### src/common/dma_pkg.sv
// shared widths, device codes and register strobe indices for the DMA engine
// every engine block imports this package inside its body

package dma_pkg;

    // DRAM word address and data word widths
    localparam int addr_w = 21;
    localparam int data_w = 16;

    // width of the device code field in the control byte
    localparam int dev_w = 3;

    // number of register write strobes from the CPU side
    localparam int reg_wr_w = 9;

    // device codes
    localparam logic [dev_w-1:0] dev_ram = 3'd1;
    localparam logic [dev_w-1:0] dev_sd  = 3'd2;
    localparam logic [dev_w-1:0] dev_ide = 3'd3;

    // control byte bit positions, device code sits in bits 2..0
    // wnr: 0 is device to RAM, 1 is RAM to device
    localparam int ctl_wnr   = 7;
    localparam int ctl_salgn = 5;
    localparam int ctl_dalgn = 4;
    localparam int ctl_asz   = 3;

    // strobe indices into reg_wr
    localparam int wr_saddr_l = 0;
    localparam int wr_saddr_h = 1;
    localparam int wr_saddr_x = 2;
    localparam int wr_daddr_l = 3;
    localparam int wr_daddr_h = 4;
    localparam int wr_daddr_x = 5;
    localparam int wr_len     = 6;
    localparam int wr_launch  = 7;
    localparam int wr_num     = 8;

    // data word, seen whole by DRAM and IDE and as two bytes by SD
    typedef union packed {
        logic [data_w-1:0] word;
        struct packed {
            logic [7:0] hi;
            logic [7:0] lo;
        } bytes;
    } dma_word_t;

endpackage

### src/dma/dma_addr_gen.sv
// running DRAM address with linear or burst-aligned advance
// one instance for the source, one for the destination

module dma_addr_gen (
    input  logic                        clk,
    input  logic                        rst_n,
    input  logic                        base_load,
    input  logic [dma_pkg::addr_w-1:0]  base,
    input  logic                        step,
    input  logic                        aligned,
    input  logic                        asz,
    input  logic                        next_burst,
    output logic [dma_pkg::addr_w-1:0]  addr
);
    import dma_pkg::*;

    logic [7:0]        low_saved;
    logic [addr_w-9:0] stride;
    logic [addr_w-1:0] addr_next;

    // 256 or 512 words, counted in the upper part
    assign stride = {{(addr_w-10){1'b0}}, asz, ~asz};

    always_comb
    begin
        if (!aligned)
        begin
            addr_next = addr + addr_w'(1);
        end
        else if (next_burst)
        begin
            // back to the loaded low byte, next burst block
            addr_next = {addr[addr_w-1:8] + stride, low_saved};
        end
        else
        begin
            // low byte wraps inside the block
            addr_next = {addr[addr_w-1:8], addr[7:0] + 8'd1};
        end
    end

    always_ff @(posedge clk)
    begin
        if (!rst_n)
        begin
            addr      <= '0;
            low_saved <= 8'd0;
        end
        else if (base_load)
        begin
            addr      <= base;
            low_saved <= base[7:0];
        end
        else if (step)
        begin
            addr <= addr_next;
        end
    end

endmodule

### src/dma/dma_burst_counter.sv
// word-in-burst and burst counters of the DMA engine
// the ninth burst counter bit marks completion and drives active

module dma_burst_counter (
    input  logic        clk,
    input  logic        rst_n,
    input  logic        launch,
    input  logic        cyc_end,
    input  logic [7:0]  len,
    input  logic [7:0]  num,
    output logic        active,
    output logic        next_burst
);
    import dma_pkg::*;

    logic [7:0] b_ctr;
    logic [8:0] n_ctr;
    logic [7:0] b_ctr_next;
    logic [8:0] n_ctr_next;

    // last word of the current burst
    assign next_burst = (b_ctr == 8'd0);

    assign b_ctr_next = next_burst ? len : b_ctr - 8'd1;
    // underflow of the burst count sets the done bit
    assign n_ctr_next = n_ctr - {8'd0, next_burst};

    assign active = ~n_ctr[8];

    always_ff @(posedge clk)
    begin
        if (!rst_n)
        begin
            b_ctr <= 8'd0;
            n_ctr <= 9'h100;
        end
        else if (launch)
        begin
            b_ctr <= len;
            n_ctr <= {1'b0, num};
        end
        else if (cyc_end)
        begin
            b_ctr <= b_ctr_next;
            n_ctr <= n_ctr_next;
        end
    end

    a_cyc_end_active: assert property (@(posedge clk) disable iff (!rst_n) cyc_end |-> active)
        else $error("word completed while idle");

endmodule

### src/dma/dma_data_latch.sv
// data word register of the DMA engine
// takes whole words from DRAM or IDE, single bytes from SD

module dma_data_latch (
    input  logic                        clk,
    input  logic                        capture_dram,
    input  logic                        capture_ide,
    input  logic                        capture_sd,
    input  logic                        bsel,
    input  logic [dma_pkg::data_w-1:0]  dram_rddata,
    input  logic [dma_pkg::data_w-1:0]  ide_rddata,
    input  logic [7:0]                  sd_rddata,
    output logic [dma_pkg::data_w-1:0]  word,
    output logic [7:0]                  sd_wrdata
);
    import dma_pkg::*;

    dma_word_t data_q;

    always_ff @(posedge clk)
    begin
        if (capture_dram)
            data_q.word <= dram_rddata;
        else if (capture_ide)
            data_q.word <= ide_rddata;
        else if (capture_sd)
        begin
            // bsel 0 is the low byte, sent first
            if (bsel)
                data_q.bytes.hi <= sd_rddata;
            else
                data_q.bytes.lo <= sd_rddata;
        end
    end

    assign word      = data_q.word;
    assign sd_wrdata = bsel ? data_q.bytes.hi : data_q.bytes.lo;

endmodule

### src/dma/dma_phase_fsm.sv
// read/write phase control of the DMA engine
// picks DRAM or device for each phase and drives the request and direction lines

module dma_phase_fsm (
    input  logic                        clk,
    input  logic                        rst_n,
    input  logic                        launch,
    input  logic                        active,
    input  logic [dma_pkg::dev_w-1:0]   device,
    input  logic                        ctl_wnr,
    input  logic                        dram_next,
    input  logic                        sd_stb,
    input  logic                        ide_stb,
    output logic                        phase,
    output logic                        bsel,
    output logic                        phase_end,
    output logic                        cyc_end,
    output logic                        dram_req,
    output logic                        dram_rnw,
    output logic                        sd_req,
    output logic                        sd_rnw,
    output logic                        ide_req,
    output logic                        ide_rnw
);
    import dma_pkg::*;

    logic dv_ram;
    logic dv_sd;
    logic dv_ide;
    logic state_mem;
    logic state_dev;
    logic sd_byte;

    assign dv_ram = (device == dev_ram);
    assign dv_sd  = (device == dev_sd);
    assign dv_ide = (device == dev_ide);

    // RAM to RAM uses DRAM in both phases, otherwise wnr picks the order
    assign state_mem = dv_ram || (ctl_wnr ^ phase);
    assign state_dev = !state_mem;

    assign dram_req = active && state_mem;
    assign sd_req   = active && state_dev && dv_sd;
    assign ide_req  = active && state_dev && dv_ide;

    // phase 0 reads, phase 1 writes
    assign dram_rnw = ~phase;
    assign sd_rnw   = ~phase;
    assign ide_rnw  = ~phase;

    assign sd_byte = sd_req && sd_stb;

    // sd needs both bytes before the phase ends
    assign phase_end = (dram_req && dram_next) || (ide_req && ide_stb) || (sd_byte && bsel);
    assign cyc_end   = phase && phase_end;

    always_ff @(posedge clk)
    begin
        if (!rst_n)
        begin
            phase <= 1'b0;
            bsel  <= 1'b0;
        end
        else if (launch)
        begin
            phase <= 1'b0;
            bsel  <= 1'b0;
        end
        else
        begin
            if (phase_end)
                phase <= ~phase;
            // low byte first, back to 0 after the high one
            if (sd_byte)
                bsel <= ~bsel;
        end
    end

    a_req_onehot: assert property (@(posedge clk) disable iff (!rst_n)
        $onehot0({dram_req, sd_req, ide_req}))
        else $error("more than one request at a time");

    a_stb_has_req: assert property (@(posedge clk) disable iff (!rst_n)
        (!dram_next || dram_req) && (!sd_stb || sd_req) && (!ide_stb || ide_req))
        else $error("strobe without its request");

endmodule

### src/dma/dma_regs.sv
// CPU register port of the DMA engine
// holds addresses, burst length, burst count and control fields, locked while active

module dma_regs (
    input  logic                            clk,
    input  logic                            rst_n,
    input  logic [dma_pkg::reg_wr_w-1:0]    reg_wr,
    input  logic [7:0]                      reg_wdata,
    input  logic                            active,
    output logic [dma_pkg::addr_w-1:0]      src_base,
    output logic [dma_pkg::addr_w-1:0]      dst_base,
    output logic [7:0]                      len,
    output logic [7:0]                      num,
    output logic                            ctl_wnr,
    output logic                            ctl_salgn,
    output logic                            ctl_dalgn,
    output logic                            ctl_asz,
    output logic [dma_pkg::dev_w-1:0]       device,
    output logic                            launch
);
    import dma_pkg::*;

    logic [reg_wr_w-1:0] wr_en;

    // no register changes while a transfer runs
    assign wr_en  = reg_wr & {reg_wr_w{~active}};
    assign launch = wr_en[wr_launch];

    // address bytes and burst parameters
    always_ff @(posedge clk)
    begin
        if (wr_en[wr_saddr_l])
            src_base[7:0] <= reg_wdata;
        if (wr_en[wr_saddr_h])
            src_base[15:8] <= reg_wdata;
        if (wr_en[wr_saddr_x])
            src_base[addr_w-1:16] <= reg_wdata[addr_w-17:0];
        if (wr_en[wr_daddr_l])
            dst_base[7:0] <= reg_wdata;
        if (wr_en[wr_daddr_h])
            dst_base[15:8] <= reg_wdata;
        if (wr_en[wr_daddr_x])
            dst_base[addr_w-1:16] <= reg_wdata[addr_w-17:0];
        if (wr_en[wr_len])
            len <= reg_wdata;
        if (wr_en[wr_num])
            num <= reg_wdata;
    end

    // control byte, written together with the launch
    // the port names hide the bit positions, so those are taken from the package
    always_ff @(posedge clk)
    begin
        if (!rst_n)
        begin
            ctl_wnr   <= 1'b0;
            ctl_salgn <= 1'b0;
            ctl_dalgn <= 1'b0;
            ctl_asz   <= 1'b0;
            device    <= '0;
        end
        else if (launch)
        begin
            ctl_wnr   <= reg_wdata[dma_pkg::ctl_wnr];
            ctl_salgn <= reg_wdata[dma_pkg::ctl_salgn];
            ctl_dalgn <= reg_wdata[dma_pkg::ctl_dalgn];
            ctl_asz   <= reg_wdata[dma_pkg::ctl_asz];
            device    <= reg_wdata[dev_w-1:0];
        end
    end

    // CPU decoder hands over at most one strobe per cycle
    a_reg_wr_onehot: assert property (@(posedge clk) disable iff (!rst_n) $onehot0(reg_wr))
        else $error("reg_wr carries more than one strobe");

endmodule

### src/verilog/dma_subsystem.sv
// top level of the DMA engine
// joins the register port, counters, phase FSM, address generators and data latch

module dma_subsystem (
    input  logic                            clk,
    input  logic                            rst_n,
    input  logic [dma_pkg::reg_wr_w-1:0]    reg_wr,
    input  logic [7:0]                      reg_wdata,
    output logic                            active,
    output logic [dma_pkg::addr_w-1:0]      dram_addr,
    input  logic [dma_pkg::data_w-1:0]      dram_rddata,
    output logic [dma_pkg::data_w-1:0]      dram_wrdata,
    output logic                            dram_req,
    output logic                            dram_rnw,
    input  logic                            dram_next,
    input  logic [7:0]                      sd_rddata,
    output logic [7:0]                      sd_wrdata,
    output logic                            sd_req,
    output logic                            sd_rnw,
    input  logic                            sd_stb,
    input  logic [dma_pkg::data_w-1:0]      ide_rddata,
    output logic [dma_pkg::data_w-1:0]      ide_wrdata,
    output logic                            ide_req,
    output logic                            ide_rnw,
    input  logic                            ide_stb
);
    import dma_pkg::*;

    logic [addr_w-1:0] src_base;
    logic [addr_w-1:0] dst_base;
    logic [addr_w-1:0] src_addr;
    logic [addr_w-1:0] dst_addr;
    logic [7:0]        len;
    logic [7:0]        num;
    logic              ctl_wnr;
    logic              ctl_salgn;
    logic              ctl_dalgn;
    logic              ctl_asz;
    logic [dev_w-1:0]  device;
    logic              launch;
    logic              next_burst;
    logic              phase;
    logic              bsel;
    logic              phase_end;
    logic              cyc_end;
    logic              capture_dram;
    logic              capture_ide;
    logic              capture_sd;
    logic [data_w-1:0] word;

    // read phase strobes load the data latch
    assign capture_dram = dram_req && dram_rnw && dram_next;
    assign capture_ide  = ide_req && ide_rnw && ide_stb;
    assign capture_sd   = sd_req && sd_rnw && sd_stb;

    assign dram_addr   = phase ? dst_addr : src_addr;
    assign dram_wrdata = word;
    assign ide_wrdata  = word;

    dma_regs regs0 (
        .clk(clk), .rst_n(rst_n), .reg_wr(reg_wr), .reg_wdata(reg_wdata),
        .active(active), .src_base(src_base), .dst_base(dst_base),
        .len(len), .num(num), .ctl_wnr(ctl_wnr), .ctl_salgn(ctl_salgn),
        .ctl_dalgn(ctl_dalgn), .ctl_asz(ctl_asz), .device(device), .launch(launch)
    );

    dma_burst_counter cnt0 (
        .clk(clk), .rst_n(rst_n), .launch(launch), .cyc_end(cyc_end),
        .len(len), .num(num), .active(active), .next_burst(next_burst)
    );

    dma_phase_fsm fsm0 (
        .clk(clk), .rst_n(rst_n), .launch(launch), .active(active),
        .device(device), .ctl_wnr(ctl_wnr), .dram_next(dram_next),
        .sd_stb(sd_stb), .ide_stb(ide_stb), .phase(phase), .bsel(bsel),
        .phase_end(phase_end), .cyc_end(cyc_end),
        .dram_req(dram_req), .dram_rnw(dram_rnw), .sd_req(sd_req),
        .sd_rnw(sd_rnw), .ide_req(ide_req), .ide_rnw(ide_rnw)
    );

    // source steps at the end of read phases
    dma_addr_gen src_gen (
        .clk(clk), .rst_n(rst_n), .base_load(launch), .base(src_base),
        .step(phase_end && !phase), .aligned(ctl_salgn), .asz(ctl_asz),
        .next_burst(next_burst), .addr(src_addr)
    );

    // destination steps at the end of write phases
    dma_addr_gen dst_gen (
        .clk(clk), .rst_n(rst_n), .base_load(launch), .base(dst_base),
        .step(cyc_end), .aligned(ctl_dalgn), .asz(ctl_asz),
        .next_burst(next_burst), .addr(dst_addr)
    );

    dma_data_latch latch0 (
        .clk(clk), .capture_dram(capture_dram), .capture_ide(capture_ide),
        .capture_sd(capture_sd), .bsel(bsel), .dram_rddata(dram_rddata),
        .ide_rddata(ide_rddata), .sd_rddata(sd_rddata),
        .word(word), .sd_wrdata(sd_wrdata)
    );

endmodule
### config.mk
export PLATFORM = sky130hd
export DESIGN_NAME = dma_subsystem
export DESIGN_NICKNAME = d
export VERILOG_FILES = /design/src/common/dma_pkg.sv /design/src/dma/dma_addr_gen.sv /design/src/dma/dma_burst_counter.sv /design/src/dma/dma_data_latch.sv /design/src/dma/dma_phase_fsm.sv /design/src/dma/dma_regs.sv /design/src/verilog/dma_subsystem.sv
export SDC_FILE = /design/constraint.sdc
export NUM_CORES = 1
export LEC_CHECK = 0
export BUFFER_PORTS_ARGS = -buffer_cell sky130_fd_sc_hd__buf_4
export CORE_MARGIN = 2
export CORE_UTILIZATION = 33
export CTS_CLUSTER_DIAMETER = 30
export DETAILED_ROUTE_END_ITERATION = 10
export PLACE_DENSITY = 0.57
export SYNTH_ARGS = -nofsm -noshare
export SYNTH_HDL_FRONTEND = slang
export SYNTH_SLANG_ARGS = --single-unit
### constraint.sdc
create_clock -name clk -period 3 [get_ports clk]
set_input_delay 0.45 -clock clk [delete_from_list [all_inputs] [get_ports clk]]
set_output_delay 0.45 -clock clk [all_outputs]
set_load 0.02 [all_outputs]
==> summary.md <==
| Metric | Value |
|---|---|
| Placed Cells | `1,316` |
| Number of global-route vias before repair | `7,049` |
| Post-synth top area share | `0.2632` |
| Clock-pin slew on the worst setup and hold paths | `70 ps` |
| Final Hold Fails | `0` |
| Total gr overflow | `0` |
| Utilization after layout | `0.4067` |
| Number of synthesized flops with an enable pin | `74` |
| Initial core utilization | `0.3353` |
| Htree depth | `4` |
| DRT Wirelength | `27.51 mm` |
| Ys flop type | `dfxtp_1` |
| Fin. max-slew vios | `0` |
| Initial antenna violation count | `2` |
| Routed WL per cell | `20.39 µm` |
| Cell Area, Synth | `8443 µm²` |
| Post-Layout Cell Count | `1,349` |
| Routed via count | `7,458` |
| Post-CTS setup buffers | `0` |
| Yosys Warn Count | `0` |
| Post-synthesis register bit count | `158` |
| Critical-path maximum fanout | `4` |
| Layout Skew | `10.24 ps` |
| First-pass detailed-route iteration total | `5` |
| Async SR Flop Fraction | `0` |
| Synth area leaders | `edfxtp_1 26%, dfxtp_1 20%, nand2_1 5.8%, a21oi_1 4.4%, o21ai_0 3.7%` |
| Commonest non-fill, non-tap cell in the layout | `buf_4` |
| Drt via density | `5.529` |
| Die height | `164.0 µm` |
| Clk buf depth | `2` |
| Critical Path AT | `2790 ps` |
| DP HPWL | `19.25 mm` |
| Clock buffer count from CTS | `17` |
| IO buf count | `129` |
| Core Box Area | `25,180 µm²` |
| Largest net degree at the start of global routing | `44` |
| CP Capture Type | `flop` |
| Yosys cell types | `80` |
| Maximum vdd drop | `329.1 µV` |
| Clock sinks | `158` |
| Worst Hold Class | `in2reg` |
| Antenna viol nets, final | `0` |
| Die Wd | `164.0 µm` |
| Final cycle utilization of the critical path | `0.8255` |
| First-pass GRT wire length | `41.66 mm` |
| Maximum clock rate | `0.4038 GHz` |
| Yosys top cell by area | `edfxtp_1` |
| Sequential area share after synthesis | `0.4624` |
| Hold-fix buffers at CTS | `0` |
| Setup TNS | `0 ps` |
| Fraction of layout cells with a size suffix above 1 | `0.2407` |
| Worst Setup Start Kind | `flop` |
| Clock Latency Late Sink | `440 ps` |
| Worst Tran Pin Value | `853.1 ps` |
| Root Buffer | `clkbuf_16` |
| Final worst path period need | `2476 ps` |
| Synth-to-layout area growth | `21.31%` |
| Most frequent cells in the layout | `158 x buf_4, 130 x nand2_1, 84 x dfxtp_1` |
| DIE AREA | `26,880 µm²` |
| DRC Markers | `0` |
| Power per cell area | `542.0 nW/µm²` |
| Status | `finished clean` |
| Avg Cell Area, Syn | `9.299 µm²` |
| CP required | `3320 ps` |
| Iter 0 DRT Violations | `664` |
| Static Leak | `3.841 nW` |
| Synth Instances | `908` |
| Critical path class | `reg2reg` |
| NumNets Final | `1,079` |
| GRT Total Usage | `0.2058` |
| CTS tree | `yes` |
| RSZ-0062 raised after global routing | `no` |
| Max-cap violations | `0` |
| Slew margin rel. | `0.4291` |
| Io pins | `130` |
| Final setup fails | `0` |
| Post-cts resize count | `0` |
| Num rows | `58` |
| Routability Congestion | `0.8865` |
| Synth Net Count | `982` |
==> where the power goes <==
part	internal, mW	total [mW]	switching (mW)
Combinational	0.343	0.872	0.529
Sequential	2.39	2.54	0.143
Clock	1.11	2.14	1.03
Total	3.85	5.55	1.70
==> cell usage after synthesis, drive strengths merged (17+ instances only) <==
| cell | instances |
|---|---|
| a21oi | 76 |
| buf | 42 |
| clkbuf | 39 |
| dfxtp | 84 |
| edfxtp | 74 |
| inv | 24 |
| mux2 | 24 |
| mux2i | 17 |
| nand2 | 132 |
| nand3 | 29 |
| nor2 | 47 |
| nor3 | 20 |
| o21ai | 83 |
| xor2 | 25 |
==> sequential cells by signal (all words and copies together), names as in the netlist <==
register,cells
regs0.src_base,21
dst_gen.addr,21
dst_gen.low_saved,8
regs0.ctl_dalgn,1
regs0.device,3
latch0.word,16
regs0.len,8
regs0.ctl_asz,1
cnt0.b_ctr,8
regs0.ctl_salgn,1
fsm0.bsel,1
regs0.num,8
regs0.ctl_wnr,1
src_gen.addr,21
fsm0.phase,1
cnt0.n_ctr,9
regs0.dst_base,21
src_gen.low_saved,8
==> critical path, stage by stage, from the launching register on <==
cell and delay [ps]:
dfxtp_1 340, inv_1 130, ha_1 190, nor4b_4 230
nand2_2 90, inv_1 210, ha_1 220, ha_1 170
inv_1 60, or4_1 490, xor2_1 150, a21oi_1 80
==> final timing paths <==
| path | slack (ps) | start | depth (start not counted) | to |
|---|---|---|---|---|
| hold reg to reg | 460 | dst_gen.low_saved[1] | 2 | dst_gen.low_saved[1] |
| setup reg to reg | 520 | cnt0.b_ctr[0] | 11 | cnt0.n_ctr[4] |
| hold / removal | 290 | dram_rddata[2] | 3 | latch0.word[2] |
| setup / recovery | 520 | cnt0.b_ctr[0] | 11 | cnt0.n_ctr[4] |
==> per-layer routing <==
| metal | wire length (µm) | track usage |
|---|---|---|
| met5 | 0 | 0 |
| met4 | 533 | 0.06061 |
| met3 | 2404 | 0.04015 |
| met2 | 12220 | 0.3218 |
| met1 | 12360 | 0.2884 |
==> stage by stage <==
step / total power [mW] / hold WS, ps / area [µm²] / setup WS (ps)
finish: 5.551 / 287.6 / 10240 / 523.5
detailed placement: 3.450 / 448.1 / 9667 / 553.4
floorplan: 3.078 / 423.8 / 8443 / 536.0
CTS: 5.573 / 274.0 / 10240 / 529.5
global placement: 3.442 / 442.9 / 9667 / 597.3
global route: 5.769 / 296.4 / 10240 / 324.2
==> area by class of cell <==
type                       count  area [µm²]
antenna                        1       2.502
multi-input combinational    645        4054
sequential                   158        3904
timing repair buffer         159        1206
tap                          330       412.9
clock inverter                14       143.9
inverter                      24       90.09
fill                        2495       14940
clock buffer                  18       429.2
==> logic make-up after synthesis <==
kind of cell / count (synthesis) / synth area share
adder cells (fa/ha/maj): 12 / 0.01956
multiplexers: 41 / 0.05216
buffers and inverters: 105 / 0.05824
XOR/XNOR: 39 / 0.04135
AND/OR/NAND/NOR: 296 / 0.1752
AO/OA/AOI/OAI: 257 / 0.1912
flip-flops: 158 / 0.4624
(Power assumes the default switching activity.)
